--- src/mac_pkg.sv ---
// ~~~~~~~~~~~~~~~~~~~~~~~~~~~~~~~~~~~~~~~~~~~~~~~~~~~~~~~~~~~~
// shared widths for the MAC pipeline
// runtime shift-amount width
// rounding-mode opcode for the requantize stage
// ~~~~~~~~~~~~~~~~~~~~~~~~~~~~~~~~~~~~~~~~~~~~~~~~~~~~~~~~~~~~

package mac_pkg;

    // default datapath widths, overridden from the top level
    parameter int IN_WIDTH_DEF    = 8;  // signed operand width
    parameter int ACCUM_WIDTH_DEF = 32; // wrapping accumulator width
    parameter int OUT_WIDTH_DEF   = 8;  // requantized output width

    // shift_i range is 0 .. 2**SHIFT_WIDTH-1
    parameter int SHIFT_WIDTH = 5;

    // rounding applied before the arithmetic right shift
    typedef enum logic {
        RND_TRUNC   = 1'b0, // drop shifted-out bits, rounds toward -inf
        RND_HALF_UP = 1'b1  // add half an output lsb first
    } rnd_mode_e;

endpackage

--- src/accumulator.sv ---
// ~~~~~~~~~~~~~~~~~~~~~~~~~~~~~~~~~~~~~~~~~~~~~~~~~~~~~~~~~~~~
// sequential signed accumulator
// clear priority over valid, modulo wrap, registered overflow pulse
// ~~~~~~~~~~~~~~~~~~~~~~~~~~~~~~~~~~~~~~~~~~~~~~~~~~~~~~~~~~~~

module accumulator #(
    parameter int IN_WIDTH    = 2 * mac_pkg::IN_WIDTH_DEF, // product width from upstream
    parameter int ACCUM_WIDTH = mac_pkg::ACCUM_WIDTH_DEF   // sum width, wraps
) (
    input  logic                          clk_i,
    input  logic                          rst_i,      // sync, active high
    input  logic                          en_i,       // global pipeline enable
    input  logic                          clear_i,    // zero the sum, drop this beat
    input  logic                          valid_i,    // data_i carries a product
    input  logic signed [IN_WIDTH-1:0]    data_i,
    output logic signed [ACCUM_WIDTH-1:0] accum_o,    // running sum
    output logic                          overflow_o, // signed wrap on the last add
    output logic                          valid_o     // one pulse per accepted add
);

    logic signed [ACCUM_WIDTH-1:0] accum_reg;  // the sum itself
    logic signed [ACCUM_WIDTH-1:0] accum_next;
    logic signed [ACCUM_WIDTH-1:0] data_ext;   // sign-extended product
    logic signed [ACCUM_WIDTH-1:0] accum_sum;  // old sum plus data, wraps
    logic                          add_fire;   // valid beat that is not a clear
    logic                          overflow_d;
    logic                          overflow_reg;
    logic                          valid_reg;

    assign data_ext  = data_i;               // signed to wider signed, sign-extends
    assign accum_sum = accum_reg + data_ext; // carry out of the msb is dropped
    assign add_fire  = valid_i && !clear_i;

    // next sum, clear wins over valid
    always_comb begin
        if (clear_i) begin
            accum_next = '0;
        end else if (valid_i) begin
            accum_next = accum_sum;
        end else begin
            accum_next = accum_reg; // idle beat
        end
    end

    // overflow: same-sign addends, result sign flipped
    assign overflow_d = add_fire
        && (accum_reg[ACCUM_WIDTH-1] == data_ext[ACCUM_WIDTH-1])
        && (accum_sum[ACCUM_WIDTH-1] != accum_reg[ACCUM_WIDTH-1]);

    // every register loads on enabled edges only
    always_ff @(posedge clk_i) begin
        if (rst_i) begin
            accum_reg    <= '0;
            overflow_reg <= 1'b0;
            valid_reg    <= 1'b0;
        end else if (en_i) begin
            accum_reg    <= accum_next;
            overflow_reg <= overflow_d; // travels with the valid pulse
            valid_reg    <= add_fire;
        end
    end

    assign accum_o    = accum_reg;
    assign overflow_o = overflow_reg;
    assign valid_o    = valid_reg;

endmodule

--- src/mac_pipeline_top.sv ---
// ~~~~~~~~~~~~~~~~~~~~~~~~~~~~~~~~~~~~~~~~~~~~~~~~~~~~~~~~~~~~
// MAC pipeline top level
// multiply -> accumulate -> requantize, three enabled edges
// ~~~~~~~~~~~~~~~~~~~~~~~~~~~~~~~~~~~~~~~~~~~~~~~~~~~~~~~~~~~~

module mac_pipeline_top #(
    parameter int IN_WIDTH    = mac_pkg::IN_WIDTH_DEF,    // operand width
    parameter int ACCUM_WIDTH = mac_pkg::ACCUM_WIDTH_DEF, // sum width
    parameter int OUT_WIDTH   = mac_pkg::OUT_WIDTH_DEF    // output width
) (
    input  logic                              clk_i,
    input  logic                              rst_i,      // sync, active high
    input  logic                              en_i,       // freezes every stage when low
    input  logic                              valid_i,
    input  logic                              clear_i,    // in order with the data
    input  logic signed [IN_WIDTH-1:0]        a_i,
    input  logic signed [IN_WIDTH-1:0]        b_i,
    input  logic [mac_pkg::SHIFT_WIDTH-1:0]   shift_i,
    input  mac_pkg::rnd_mode_e                rnd_mode_i,
    output logic signed [OUT_WIDTH-1:0]       result_o,
    output logic signed [ACCUM_WIDTH-1:0]     accum_o,    // raw wrapping sum
    output logic                              sat_o,
    output logic                              overflow_o,
    output logic                              valid_o
);

    localparam int PROD_WIDTH = 2 * IN_WIDTH; // product handed to the accumulator

    // stage 1 -> stage 2
    logic signed [PROD_WIDTH-1:0]  prod;
    logic                          prod_valid;
    logic                          prod_clear;

    // stage 2 -> stage 3
    logic signed [ACCUM_WIDTH-1:0] accum;
    logic                          accum_valid;
    logic                          accum_overflow;

    operand_mult_stage #(
        .IN_WIDTH     (IN_WIDTH)
    ) mult_i (
        .clk_i        (clk_i),
        .rst_i        (rst_i),
        .en_i         (en_i),
        .valid_i      (valid_i),
        .clear_i      (clear_i),
        .a_i          (a_i),
        .b_i          (b_i),
        .prod_o       (prod),
        .prod_valid_o (prod_valid),
        .prod_clear_o (prod_clear)
    );

    // accumulator input is the full product width
    accumulator #(
        .IN_WIDTH    (PROD_WIDTH),
        .ACCUM_WIDTH (ACCUM_WIDTH)
    ) accum_i (
        .clk_i       (clk_i),
        .rst_i       (rst_i),
        .en_i        (en_i),
        .clear_i     (prod_clear),
        .valid_i     (prod_valid),
        .data_i      (prod),
        .accum_o     (accum),
        .overflow_o  (accum_overflow),
        .valid_o     (accum_valid)
    );

    requant_stage #(
        .ACCUM_WIDTH (ACCUM_WIDTH),
        .OUT_WIDTH   (OUT_WIDTH)
    ) requant_i (
        .clk_i       (clk_i),
        .rst_i       (rst_i),
        .en_i        (en_i),
        .valid_i     (accum_valid),
        .overflow_i  (accum_overflow),
        .accum_i     (accum),
        .shift_i     (shift_i),
        .rnd_mode_i  (rnd_mode_i),
        .result_o    (result_o),
        .accum_o     (accum_o),    // registered copy, aligned with valid_o
        .sat_o       (sat_o),
        .overflow_o  (overflow_o),
        .valid_o     (valid_o)
    );

endmodule

--- src/operand_mult_stage.sv ---
// ~~~~~~~~~~~~~~~~~~~~~~~~~~~~~~~~~~~~~~~~~~~~~~~~~~~~~~~~~~~~
// operand/multiply stage of the MAC pipeline
// full-width signed product, registered with valid and clear
// ~~~~~~~~~~~~~~~~~~~~~~~~~~~~~~~~~~~~~~~~~~~~~~~~~~~~~~~~~~~~

module operand_mult_stage #(
    parameter int IN_WIDTH = mac_pkg::IN_WIDTH_DEF // operand width
) (
    input  logic                        clk_i,
    input  logic                        rst_i,        // sync, active high
    input  logic                        en_i,         // global pipeline enable
    input  logic                        valid_i,      // operand beat valid
    input  logic                        clear_i,      // restart the sum at this beat
    input  logic signed [IN_WIDTH-1:0]  a_i,
    input  logic signed [IN_WIDTH-1:0]  b_i,
    output logic signed [2*IN_WIDTH-1:0] prod_o,      // registered product
    output logic                        prod_valid_o,
    output logic                        prod_clear_o
);

    localparam int PROD_WIDTH = 2 * IN_WIDTH; // no bits lost in the product

    logic signed [PROD_WIDTH-1:0] prod_d; // combinational product

    // both operands signed, so the multiply is signed at full width
    assign prod_d = a_i * b_i;

    // strobes, cleared by reset
    always_ff @(posedge clk_i) begin
        if (rst_i) begin
            prod_valid_o <= 1'b0;
            prod_clear_o <= 1'b0;
        end else if (en_i) begin
            prod_valid_o <= valid_i; // clear priority is resolved downstream
            prod_clear_o <= clear_i;
        end
    end

    // product payload
    always_ff @(posedge clk_i) begin
        if (en_i) begin
            prod_o <= prod_d; // loads even on idle beats, valid qualifies it
        end
    end

endmodule

--- src/requant_stage.sv ---
// ~~~~~~~~~~~~~~~~~~~~~~~~~~~~~~~~~~~~~~~~~~~~~~~~~~~~~~~~~~~~
// requantize stage: round, arithmetic shift right, saturate
// raw sum and overflow registered alongside the result
// ~~~~~~~~~~~~~~~~~~~~~~~~~~~~~~~~~~~~~~~~~~~~~~~~~~~~~~~~~~~~

module requant_stage #(
    parameter int ACCUM_WIDTH = mac_pkg::ACCUM_WIDTH_DEF, // incoming sum width
    parameter int OUT_WIDTH   = mac_pkg::OUT_WIDTH_DEF    // narrow output width
) (
    input  logic                              clk_i,
    input  logic                              rst_i,      // sync, active high
    input  logic                              en_i,       // global pipeline enable
    input  logic                              valid_i,    // sum updated by a valid add
    input  logic                              overflow_i, // wrap flag from the accumulator
    input  logic signed [ACCUM_WIDTH-1:0]     accum_i,
    input  logic [mac_pkg::SHIFT_WIDTH-1:0]   shift_i,    // quasi-static
    input  mac_pkg::rnd_mode_e                rnd_mode_i, // quasi-static
    output logic signed [OUT_WIDTH-1:0]       result_o,   // meaningful with valid_o
    output logic signed [ACCUM_WIDTH-1:0]     accum_o,    // raw sum, aligned with result_o
    output logic                              sat_o,      // result_o was clipped
    output logic                              overflow_o,
    output logic                              valid_o
);

    import mac_pkg::*;

    // wide enough for the sum and for the largest rounding constant,
    // plus one bit so the rounding add never wraps
    localparam int RND_WIDTH =
        ((ACCUM_WIDTH > (1 << SHIFT_WIDTH)) ? ACCUM_WIDTH : (1 << SHIFT_WIDTH)) + 1;
    localparam int HI_WIDTH = RND_WIDTH - OUT_WIDTH + 1; // bits that must agree to fit

    localparam logic signed [OUT_WIDTH-1:0] OUT_MAX = {1'b0, {(OUT_WIDTH-1){1'b1}}};
    localparam logic signed [OUT_WIDTH-1:0] OUT_MIN = {1'b1, {(OUT_WIDTH-1){1'b0}}};

    logic signed [RND_WIDTH-1:0] sum_ext;  // sign-extended sum
    logic signed [RND_WIDTH-1:0] rnd_add;  // half an output lsb, or zero
    logic signed [RND_WIDTH-1:0] rounded;
    logic signed [RND_WIDTH-1:0] shifted;
    logic        [HI_WIDTH-1:0]  hi_bits;  // sign bit of the output and everything above
    logic                        fits;
    logic signed [OUT_WIDTH-1:0] result_d;
    logic                        sat_d;

    assign sum_ext = accum_i;

    // 2**(shift-1), only for half-up with a nonzero shift
    always_comb begin
        rnd_add = '0;
        if (rnd_mode_i == RND_HALF_UP && shift_i != '0) begin
            rnd_add = {{(RND_WIDTH-1){1'b0}}, 1'b1} << (shift_i - SHIFT_WIDTH'(1));
        end
    end

    assign rounded = sum_ext + rnd_add;
    assign shifted = rounded >>> shift_i; // arithmetic, rounded is signed

    // in range when all upper bits equal the output sign bit
    assign hi_bits = shifted[RND_WIDTH-1:OUT_WIDTH-1];
    assign fits    = (&hi_bits) || !(|hi_bits);

    always_comb begin
        if (fits) begin
            result_d = shifted[OUT_WIDTH-1:0];
            sat_d    = 1'b0;
        end else begin
            result_d = shifted[RND_WIDTH-1] ? OUT_MIN : OUT_MAX; // clip toward the sign
            sat_d    = 1'b1;
        end
    end

    // output registers, enabled edges only
    always_ff @(posedge clk_i) begin
        if (rst_i) begin
            result_o   <= '0;
            accum_o    <= '0;
            sat_o      <= 1'b0;
            overflow_o <= 1'b0;
            valid_o    <= 1'b0;
        end else if (en_i) begin
            result_o   <= result_d;
            accum_o    <= accum_i;    // raw sum, same edge as the result
            sat_o      <= sat_d;
            overflow_o <= overflow_i;
            valid_o    <= valid_i;
        end
    end

endmodule

--- config.mk ---
export PLATFORM = sky130hd
export DESIGN_NAME = mac_pipeline_top
export DESIGN_NICKNAME = d
export VERILOG_FILES = /design/src/mac_pkg.sv /design/src/accumulator.sv /design/src/mac_pipeline_top.sv /design/src/operand_mult_stage.sv /design/src/requant_stage.sv
export SDC_FILE = /design/constraint.sdc
export NUM_CORES = 1
export LEC_CHECK = 0
export BUFFER_PORTS_ARGS = -buffer_cell sky130_fd_sc_hd__buf_4
export CORE_MARGIN = 3
export CORE_UTILIZATION = 44
export CTS_BUF_LIST = sky130_fd_sc_hd__clkbuf_4 sky130_fd_sc_hd__clkbuf_8 sky130_fd_sc_hd__clkbuf_16
export CTS_CLUSTER_DIAMETER = 60
export DETAILED_ROUTE_END_ITERATION = 12
export GPL_TIMING_DRIVEN = 1
export PLACE_DENSITY = 0.58
export SYNTH_ARGS = -nofsm -noshare
export SYNTH_HDL_FRONTEND = slang
export SYNTH_SLANG_ARGS = --single-unit
--- constraint.sdc ---
create_clock -name clk_i -period 9.7 [get_ports clk_i]
set_clock_uncertainty 0.05 [all_clocks]
set_input_delay 1.94 -clock clk_i [delete_from_list [all_inputs] [get_ports clk_i]]
set_output_delay 1.94 -clock clk_i [all_outputs]
set_load 0.05 [all_outputs]
-- After elaboration in Yosys (flattened, before gate mapping)
Cells that the tools add are included.
W data, S select, Z words.
- logic and storage cells: 37
- register bits after elaboration: 95
- output and inout port bits: 43
- reductions and logical operators: 12
- equal/unequal tests: 2
- shift operators: 2
- $mul: 1
- add/subtract/negate cells: 3
- muxes and demuxes: 6
- operators with widths (cell ; number):
    $mux W32 ; 2
    $add A32 B33 Y33 ; 1
    $mux W33 ; 1
    $shl A1 B5 Y33 const A ; 1
    $sshr A33 B5 Y33 ; 1
    $add A32 B16 Y32 ; 1
    $reduce_and A26 Y1 ; 1
    $reduce_or A26 Y1 ; 1
    $mul A8 B8 Y16 ; 1
    $mux W8 ; 2
    $reduce_bool A5 Y1 ; 1
    $sub A5 B1 Y5 const B ; 1
    $logic_and A1 B1 Y1 ; 4
    $logic_not A1 Y1 ; 2
    $reduce_and A2 Y1 ; 1
    $reduce_bool A2 Y1 ; 1
    $eq A1 B1 Y1 ; 1
    $logic_or A1 B1 Y1 ; 1
    $mux W1 ; 1
    $ne A1 B1 Y1 ; 1

-- Logic depth before layout (Yosys ltp)
Gate-level depths: netlist of the first run.
- word-level depth: 9
- mapped depth: 26
- mapped depth without buffers: 23

-- Hierarchy
A second synthesis of the first run with hierarchy kept.
- cells, all modules: 1626
- area, all modules: 12754.7 µm²
- by module, submodules not included (module ; instances ; area an instance (µm²) ; sequential area each (µm²) ; cells each):
    requant_stage ; 1 ; 6861.6 ; 860.8 ; 960
    operand_mult_stage ; 1 ; 3080.5 ; 520.5 ; 311
    accumulator ; 1 ; 2812.7 ; 680.7 ; 355

-- Least setup slack after synthesis of the first run
OpenSTA, ideal clock, no wires.
- path kind: input-to-reg
- from: input port shift_i[2] (netlist bit)
- to: register requant_i.result_o[2]
- path buffers: 5
- required time: 9591 ps
- cell stages on the path: 22
- setup slack: 1655 ps
- arrival time: 7936 ps
- setup time: 59 ps
- path through: clkbuf_1 -> clkbuf_1 -> clkbuf_1 -> buf_1 -> clkbuf_1 -> nor3_1 -> ha_1 -> fa_1 -> a211oi_2 -> o211ai_2 -> a21o_1 -> a31o_4 -> o211a_4 -> o21ai_4 -> nand2_2 -> mux4_2 -> a22o_1 -> mux4_2 -> or4_4 -> a21o_1 -> a221oi_2 -> o31a_1
- longest elaborated chain between the ends: 9
- elaborated cells on any way between the ends: 13
- those cells by class: 2 x add/sub; 2 x shift; 3 x mux; 6 x reduce/logical
- ends and longest elaborated chain (what ; line ; source):
    from (decl) ; mac_pipeline_top.sv:18 ; input logic [mac_pkg::SHIFT_WIDTH-1:0] shift_i,
    $sub A5 B1 Y5 or $reduce_bool A5 Y1 (tied branches) ; requant_stage.sv:51, requant_stage.sv:50 ;
    $shl A1 B5 Y33 or $logic_and A1 B1 Y1 (tied branches) ; requant_stage.sv:51, requant_stage.sv:50 ;
    $mux W33 ; requant_stage.sv:50 ; if (rnd_mode_i == RND_HALF_UP && shift_i != '0) begin
    $add A32 B33 Y33 ; requant_stage.sv:55 ; assign rounded = sum_ext + rnd_add;
    $sshr A33 B5 Y33 * ; requant_stage.sv:56 ; assign shifted = rounded >>> shift_i;
    $reduce_or A26 Y1 ; requant_stage.sv:60 ; assign fits = (&hi_bits) || !(|hi_bits);
    $logic_not A1 Y1 ; requant_stage.sv:60 ;
    $logic_or A1 B1 Y1 ; requant_stage.sv:60 ;
    $mux W8 * ; requant_stage.sv:63 ; if (fits) begin
    to (signal assigned) ; requant_stage.sv:81 ; result_o <= result_d;
    to (decl) ; requant_stage.sv:18 ; output logic signed [OUT_WIDTH-1:0] result_o,
Every way passes the cells marked *; elsewhere a longest branch is shown, timed or not.
A chain may end at the register's enable or synchronous reset.

-- Final worst setup path of the first run
- from: input port shift_i[1] (netlist bit)
- to: register requant_i.result_o[1]
Same word-level chain as after synthesis.

==> results by group, run 1 <==
Finish
  – Fillcell total: 2419
  – Post-Layout Inst Area: 12000 um^2
  – Number of antenna diodes: 0
  – Fin cells: 1680
  – Layout Nets: 1527
  – P&R area growth vs syn: 9.61%
  – Layout cell share with drive strength beyond 1: 10.6%
  – Final Util: 49.3%

Logic synthesis
  – Count of flip-flops with a built-in enable after synthesis: 16
  – Largest cells by area after synthesis: dfxtp_1 (14%), ha_1 (10%), fa_1 (10%)
  – Asr flop ratio synth: 0%
  – Complex-gate fraction of the synthesized area: 20.7%
  – Synth area leader: dfxtp_1
  – Syn Nets: 1501
  – Post-synthesis xor/xnor area fraction: 5.82%
  – Mux cell area share after synthesis: 10.1%
  – Top-area cell type share of the netlist area: 14.4%
  – Post-Syn Instances: 1325
  – Largest family of logic cells by synthesized area: adder cells
  – Most used DFF post-synth: dfxtp_1
  – Post-synthesis adder-cell area fraction: 20.9%
  – Register area share after synthesis: 18.8%
  – Mapped Avg Cell Area: 8.30 um^2
  – #FFs+latches synth: 95
  – Post-synthesis simple-gate area fraction: 18.7%
  – Syn. warnings: 0
  – Cell variety after synth: 86
  – Synth Cell Area: 11000 um^2

Placement
  – IO buf count: 69
  – Placed inst area: 11700 um^2
  – DP Wirelength: 22.4 mm
  – DP Cell Count: 1664
  – Placement Setup Slack: 1680 ps
  – RePlAce Congestion: 0.886

Clocking
  – Setup Fix Bufs, Post-CTS: 0
  – CTS sink count: 95
  – CTS tree: yes
  – Clk_lat worst skew: 350 ps
  – Clock transition at path regs: 70 ps
  – PostCTS Resize Cnt: 0
  – Max clock buf depth: 2
  – Number of H-tree levels: 3
  – Hold buffer count at CTS: 0
  – Root Driver: clkbuf_16
  – CTS buffer count: 9

Flow run
  – Max-Cap Viols: 0

Routing
  – Total length of routed wires: 28.6 mm
  – Post-DRT Antenna Nets: 0
  – Drt pass-1 iters: 5
  – Routed len/inst: 17.0 um
  – Total number of vias: 9603
  – DR vias/cell: 5.72
  – Drt initial violations: 552
  – DRC viols: 0

Hold path
  – Worst Hold End: requant_i.sat_o$_SDFFE_PP0P_
  – Worst min-delay path category: reg2reg
  – Hold path depth: 2
  – Min-delay src: requant_i.sat_o$_SDFFE_PP0P_

Timing
  – Setup_tns: 0 ps
  – Setup violations, final: 0
  – FMAX: 130 MHz
  – Rel. slew slack: 32.9%
  – Unrepaired setup endpoints after global routing: false
  – Period minus WS final: 7710 ps
  – Worst-Margin Slew: 999 ps
  – Final Max Slew Viols: 0
  – Post-route clock period utilization: 79.5%
  – Final worst slack: 1990 ps
  – Final hold vios: 0

Outcome
  – Status: completed

Global route
  – GRT busiest layer: met2
  – Vias in the first global route: 9354
  – Largest net degree at the start of global routing: 66
  – Antenna violations before repair: 0
  – Met2 Use GR: 35.5%
  – Met3 GRT Util: 2.19%
  – Grt ovf: 0
  – Tot GR Track Use: 21.5%
  – Met1 global-route usage: 29.7%
  – First-pass GRT wire length: 47.4 mm

Floorplanning
  – Die Ht: 164 um
  – Io pins: 70
  – Initial Util: 44.9%
  – Die Span X: 164 um
  – Die ar.: 26900 um^2
  – Core ar.: 24500 um^2
  – Row Count: 57

Worst setup path
  – Reg2Reg Depth: 17
  – Setup CP Type: in2reg
  – Worst r2r src: accum_i.accum_o[0]$_SDFFE_PP0P_
  – Type of origin of the critical path: primary input
  – R2r setup slk: 4310 ps
  – Worst Path Required: 9890 ps
  – Crit path cell chain: buf_4 > inv_1 > nor2_1 > nand2_1 > nor3_1 > ha_1 > a211oi_2 > o211ai_2 > a21o_1 > a31o_4 > o211a_4 > o21ai_4 > a21o_1 > xnor2_1 > o22a_1 > mux4_2 > nand4b_1 > or4_4 > o22ai_2 > nor3_1 > o31a_1
  – CP max-delay cell: mux4_2
  – Critical path's largest stage delay: 470 ps
  – WP data arrival: 7900 ps
  – Crit. End Element: flip-flop
  – R2R Path End: requant_i.result_o[1]$_SDFFE_PP0P_
  – Crit path max fanout: 37

Power and ir drop
  – Power Dens Cells: 152 nW/um^2
  – Leak: 5.34 nW
  – VDD IR max: 0.0000918 V
[report_power, final]
group	internal, mW	switching [mW]
sequential	0.478	0.0403
clock	0.204	0.166
combinational	0.420	0.519
[layout by cell type (no fill, tap or decap), drive strengths merged, types with 28 or more instances in the layout]
master and instances:
buf 75, nand2 102, inv 85, xnor2 48
o21ai 51, a22oi 30, a21oi 78, nor2 176
nand3 28, fa 57, and2 46, mux2i 64
ha 92, dfxtp 79
[through the flow]
step,power (mW),hold WS [ps]
5_1_grt,2.00,469
2_1_floorplan,1.29,411
6_report,1.83,424
3_5_place_dp,1.47,420
4_1_cts,1.85,430
3_3_place_gp,1.46,410
[cells in the mapped netlist (25+ instances only)]
master	instances
xor2_1	25
clkbuf_1	45
nor2_1	176
dfxtp_1	79
a21oi_1	77
and2_1	46
fa_1	57
ha_1	92
xnor2_1	48
mux2i_1	64
nand3_1	28
inv_1	83
nand2_1	101
a22oi_1	30
nor3_1	27
o21ai_0	44
[critical path, delay by kind of cell]
family	cells	cell delay (ps)
compound gates	10	2590
simple gates	6	1440
buf+inv	2	750
mux	1	470
xor+xnor	1	330
fa+ha+maj	1	320
[logic make-up (layout without fill, tap and decap cells)]
| logic type | after synthesis | count (layout) |
|---|---|---|
| buffers and inverters | 145 | 176 |
| other | 1 | 1 |
| and+or+nand+nor | 449 | 449 |
| muxes | 92 | 92 |
| DFF | 95 | 95 |
| adders and majority gates | 149 | 149 |
| AOI/OAI and AO/OA | 321 | 321 |
| xor gates and xnor gates | 73 | 73 |
[metal layers]
layer	vias up	routed length, um
met2	206	13300
li1	4784	-
met1	4577	13500
met3	36	1110
met4	0	719
met5	-	0
[registers in the layout, summed over array words and instances (netlist names)]
register / count
requant_i.result_o: 8
requant_i.accum_o: 32
accum_i.valid_o: 1
mult_i.prod_valid_o: 1
requant_i.sat_o: 1
accum_i.accum_o: 32
mult_i.prod_clear_o: 1
requant_i.valid_o: 1
accum_i.overflow_o: 1
requant_i.overflow_o: 1
mult_i.prod_o: 16
[final cells by class]
cell class | instances | area, um^2 | share of cell area (%)
Clock buffer | 10 | 233 | 1.93
Timing Repair Buffer | 75 | 563 | 4.67
Sequential cell | 95 | 2060 | 17.1
Multi-Input combinational cell | 1085 | 8400 | 69.7
Clock inverter | 6 | 70.1 | 0.582
Tap cell | 324 | 405 | 3.36
Inverter | 85 | 319 | 2.65
[worst max-delay path by stage]
| stage | from | slack (ps) | end |
|---|---|---|---|
| after global routing | shift_i[1] | 1590 | requant_i.result_o[3]$_SDFFE_PP0P_ |
| after CTS | shift_i[1] | 2060 | requant_i.result_o[2]$_SDFFE_PP0P_ |
| after detailed placement | shift_i[1] | 1680 | requant_i.result_o[2]$_SDFFE_PP0P_ |
| after global placement | shift_i[1] | 1790 | requant_i.result_o[2]$_SDFFE_PP0P_ |
| after floorplan | shift_i[2] | 1660 | requant_i.result_o[2]$_SDFFE_PP0P_ |
| final | shift_i[1] | 1990 | requant_i.result_o[1]$_SDFFE_PP0P_ |
Power figures use the tool's default switching activity.
==> run 2, diff against run 1 <==
Settings changed: ABC_AREA set to 1, PLACE_DENSITY 0.58 to 0.6.
Clock period 9.7 ns to 6.3 ns, I/O delays scaled along.
==> run 2 against run 1 <==
Effect of this change: combinational power up 73%; sequential power up 60%; clock-buffer cell count up 1; synthesized cell count up 59%; clock power up 56%; cell count up 49%; global-route usage up 4.5 points; area after synthesis up 18%; utilization down 1.1 points; wire length up 43%; first-iteration DRC count up 96%; design area up 16%.
==> results by group, run 2 <==
Timing
  – Rel. slew slack: 43.5% (was 32.9%)
  – Post-route clock period utilization: 87.2%
  – Setup violations, final: 0 (unchanged)
  – Final hold vios: 0 (unchanged)
  – Period minus WS final: 5490 ps
  – Final Max Slew Viols: 0 (unchanged)
  – Worst-Margin Slew: 843 ps (was 999 ps)
  – Setup_tns: 0 ps (unchanged)
  – FMAX: 182 MHz
  – Final worst slack: 808 ps (was 1990 ps)
  – Unrepaired setup endpoints after global routing: false (unchanged)

Placement
  – RePlAce Congestion: 1.03 (was 0.886)
  – Placement Setup Slack: 523 ps (was 1680 ps)
  – IO buf count: 69 (unchanged)
  – DP Wirelength: 33.2 mm (was 22.4 mm)
  – Placed inst area: 13600 um^2 (was 11700 um^2)
  – DP Cell Count: 2489 (was 1664)

Finish
  – Number of antenna diodes: 0 (unchanged)
  – Post-Layout Inst Area: 13900 um^2 (was 12000 um^2)
  – Layout cell share with drive strength beyond 1: 9.76% (was 10.6%)
  – Commonest non-fill, non-tap cell in the layout: nand2_1 (was nor2_1)
  – Register area: 2060 um^2 (unchanged)
  – Fillcell total: 3077 (was 2419)
  – Final Util: 48.1% (was 49.3%)
  – Largest registers: accum_i.accum_o (32), requant_i.accum_o (32), mult_i.prod_o (16) (unchanged)
  – Layout Nets: 2292 (was 1527)
  – Area of the multi-input gates: 9280 um^2 (was 8400 um^2)
  – Most frequent cells in the layout: nand2_1 (583), inv_1 (295), nand3_1 (281), nor2_1 (200), a21oi_1 (124) (was nor2_1 (175), nand2_1 (101), ha_1 (92), inv_1 (83), dfxtp_1 (79))
  – P&R area growth vs syn: 7.00% (was 9.61%)
  – Fin cells: 2505 (was 1680)

Logic synthesis
  – Synth area leader: nand2_1 (was dfxtp_1)
  – Top cells by count, synth: nand2_1 (583), inv_1 (295), nand3_1 (281) (was nor2_1 (176), nand2_1 (101), ha_1 (92))
  – Syn. warnings: 0 (unchanged)
  – Asr flop ratio synth: 0% (unchanged)
  – Register area share after synthesis: 15.8% (was 18.8%)
  – Count of flip-flops with a built-in enable after synthesis: 16 (unchanged)
  – Cell variety after synth: 53 (was 86)
  – Post-Syn Instances: 2104 (was 1325)
  – Most frequent cell after synthesis: nand2_1 (was nor2_1)
  – #FFs+latches synth: 95 (unchanged)
  – Mapped Avg Cell Area: 6.18 um^2 (was 8.30 um^2)
  – Largest cells by area after synthesis: nand2_1 (17%), dfxtp_1 (12%), nand3_1 (11%) (was dfxtp_1 (14%), ha_1 (10%), fa_1 (10%))
  – Top-area cell type share of the netlist area: 16.8% (was 14.4%)
  – Syn Nets: 2280 (was 1501)
  – Most used DFF post-synth: dfxtp_1 (unchanged)
  – Synth Cell Area: 13000 um^2 (was 11000 um^2)

Routing
  – Drt initial violations: 1080 (was 552)
  – Post-DRT Antenna Nets: 0 (unchanged)
  – Total number of vias: 13447 (was 9603)
  – Drt pass-1 iters: 6 (was 5)
  – Total length of routed wires: 40.9 mm (was 28.6 mm)
  – DR vias/cell: 5.37 (was 5.72)
  – Routed len/inst: 16.3 um (was 17.0 um)
  – DRC viols: 0 (unchanged)

Clocking
  – Setup Fix Bufs, Post-CTS: 0 (unchanged)
  – Root Driver: clkbuf_16 (unchanged)
  – Number of H-tree levels: 3 (unchanged)
  – CTS buffer count: 9 (unchanged)
  – Max clock buf depth: 2 (unchanged)
  – Clk_lat worst skew: 350 ps (about the same)
  – Hold buffer count at CTS: 0 (unchanged)
  – PostCTS Resize Cnt: 0 (unchanged)
  – CTS sink count: 95 (unchanged)
  – Clock transition at path regs: 80 ps (was 70 ps)
  – CTS tree: yes (unchanged)

Floorplanning
  – Row Count: 62 (was 57)
  – Io pins: 70 (unchanged)
  – Core ar.: 28900 um^2 (was 24500 um^2)
  – Die Ht: 178 um (was 164 um)
  – Die ar.: 31700 um^2 (was 26900 um^2)
  – Initial Util: 45.0% (was 44.9%)
  – Die Span X: 178 um (was 164 um)

Worst setup path
  – WP data arrival: 5670 ps (was 7900 ps)
  – Crit. End Element: flip-flop (unchanged)
  – Setup CP Type: in2reg (unchanged)
  – Type of origin of the critical path: primary input (unchanged)
  – Crit path max fanout: 24 (was 37)
  – Worst Path Required: 6470 ps (was 9890 ps)
  – Critical path's largest stage delay: 380 ps (was 470 ps)
  – Most common cell on crit path: nand3_1
  – CP max-delay cell: ha_1 (was mux4_2)

Global route
  – Antenna violations before repair: 0 (unchanged)
  – Tot GR Track Use: 26.0% (was 21.5%)
  – Largest net degree at the start of global routing: 67 (was 66)
  – Grt ovf: 0 (unchanged)
  – Vias in the first global route: 12653 (was 9354)
  – First-pass GRT wire length: 66.1 mm (was 47.4 mm)

Power and ir drop
  – Switching Fraction: 44.8% (was 39.7%)
  – Leak: 7.45 nW (was 5.34 nW)
  – Reg power frac: 27.4% (was 28.4%)
  – Clock power frac: 19.1% (was 20.3%)
  – VDD IR max: 0.000228 V (was 0.0000918 V)
  – Net Sw Power: 1.36 mW (was 0.725 mW)
  – Internal: 1.67 mW (was 1.10 mW)
  – Power Dens Cells: 218 nW/um^2 (was 152 nW/um^2)
  – Logic pwr share: 53.4% (was 51.4%)

Hold path
  – Worst min-delay path category: reg2reg (unchanged)

Outcome
  – Status: completed (unchanged)

Flow run
  – Max-Cap Viols: 0 (unchanged)
-- run 2: changes by cell type after synthesis, sizes merged, moves of 44 or more --
cell | previous run | this run
and2 | 46 | 2
mux2i | 64 | 4
nand2 | 102 | 619
inv | 84 | 298
nand3 | 28 | 307
a21oi | 78 | 132
o21ai | 51 | 99
-- run 2: logic make-up after synthesis --
kind of cell	share of synthesized area (%)
muxes	0.308
xor gates and xnor gates	1.88
and+or+nand+nor	40.3
buffers and inverters	12.9
AOI/OAI and AO/OA	11.1
DFF	15.8
other	0.0288
adders and majority gates	17.6
-- run 2: critical path, delay by kind of cell --
family | cells | cell delay, ps
AOI/OAI and AO/OA | 2 | 130
adders and majority gates | 1 | 380
and+or+nand+nor | 24 | 3320
buffers and inverters | 4 | 570
-- run 2: power by group through the flow --
stage          clock network (mW)  registers (mW)  logic [mW]
4_1_cts                     0.596           0.832        1.63
6_report                    0.580           0.831        1.62
2_1_floorplan                   0           0.861        1.21
3_3_place_gp                    0           0.845        1.60
3_5_place_dp                    0           0.845        1.62
5_1_grt                     0.618           0.839        1.84
-- run 2: cell type report --
type / instances / area share [%]
clock buffers: 11 / 1.77
clock inverters: 5 / 0.458
inverters: 303 / 8.22
multi-input cells: 1621 / 66.6
flip-flops and latches: 95 / 14.8
well taps: 384 / 3.45
repair buffers: 86 / 4.64
-- run 2: per-layer routing --
metal	vias up	share of wire (%)	GRT usage [%]
li1	6749	-	-
met1	6210	46	36.2
met2	406	47	42.8
met3	82	4.4	1.73
met4	0	3.3	8.77
met5	-	0	0
-- run 2: path summary, 6_finish.rpt --
path / from / endpoint / slack, ps / cells after the start
max: shift_i[0] / requant_i.result_o[3]$_SDFFE_PP0P_ / 810 / 31
min: accum_i.valid_o$_SDFFE_PP0P_ / accum_i.valid_o$_SDFFE_PP0P_ / 420 / 2
max reg2reg: accum_i.accum_o[17]$_SDFFE_PP0P_ / requant_i.result_o[3]$_SDFFE_PP0P_ / 2570 / 23
min reg2reg: accum_i.valid_o$_SDFFE_PP0P_ / accum_i.valid_o$_SDFFE_PP0P_ / 420 / 2
-- run 2: through the flow --
stage,power (mW),hold WS [ps]
final,3.03,420
after global placement,2.45,405
after global routing,3.30,435
after floorplan,2.08,396
after CTS,3.06,420
after detailed placement,2.46,408
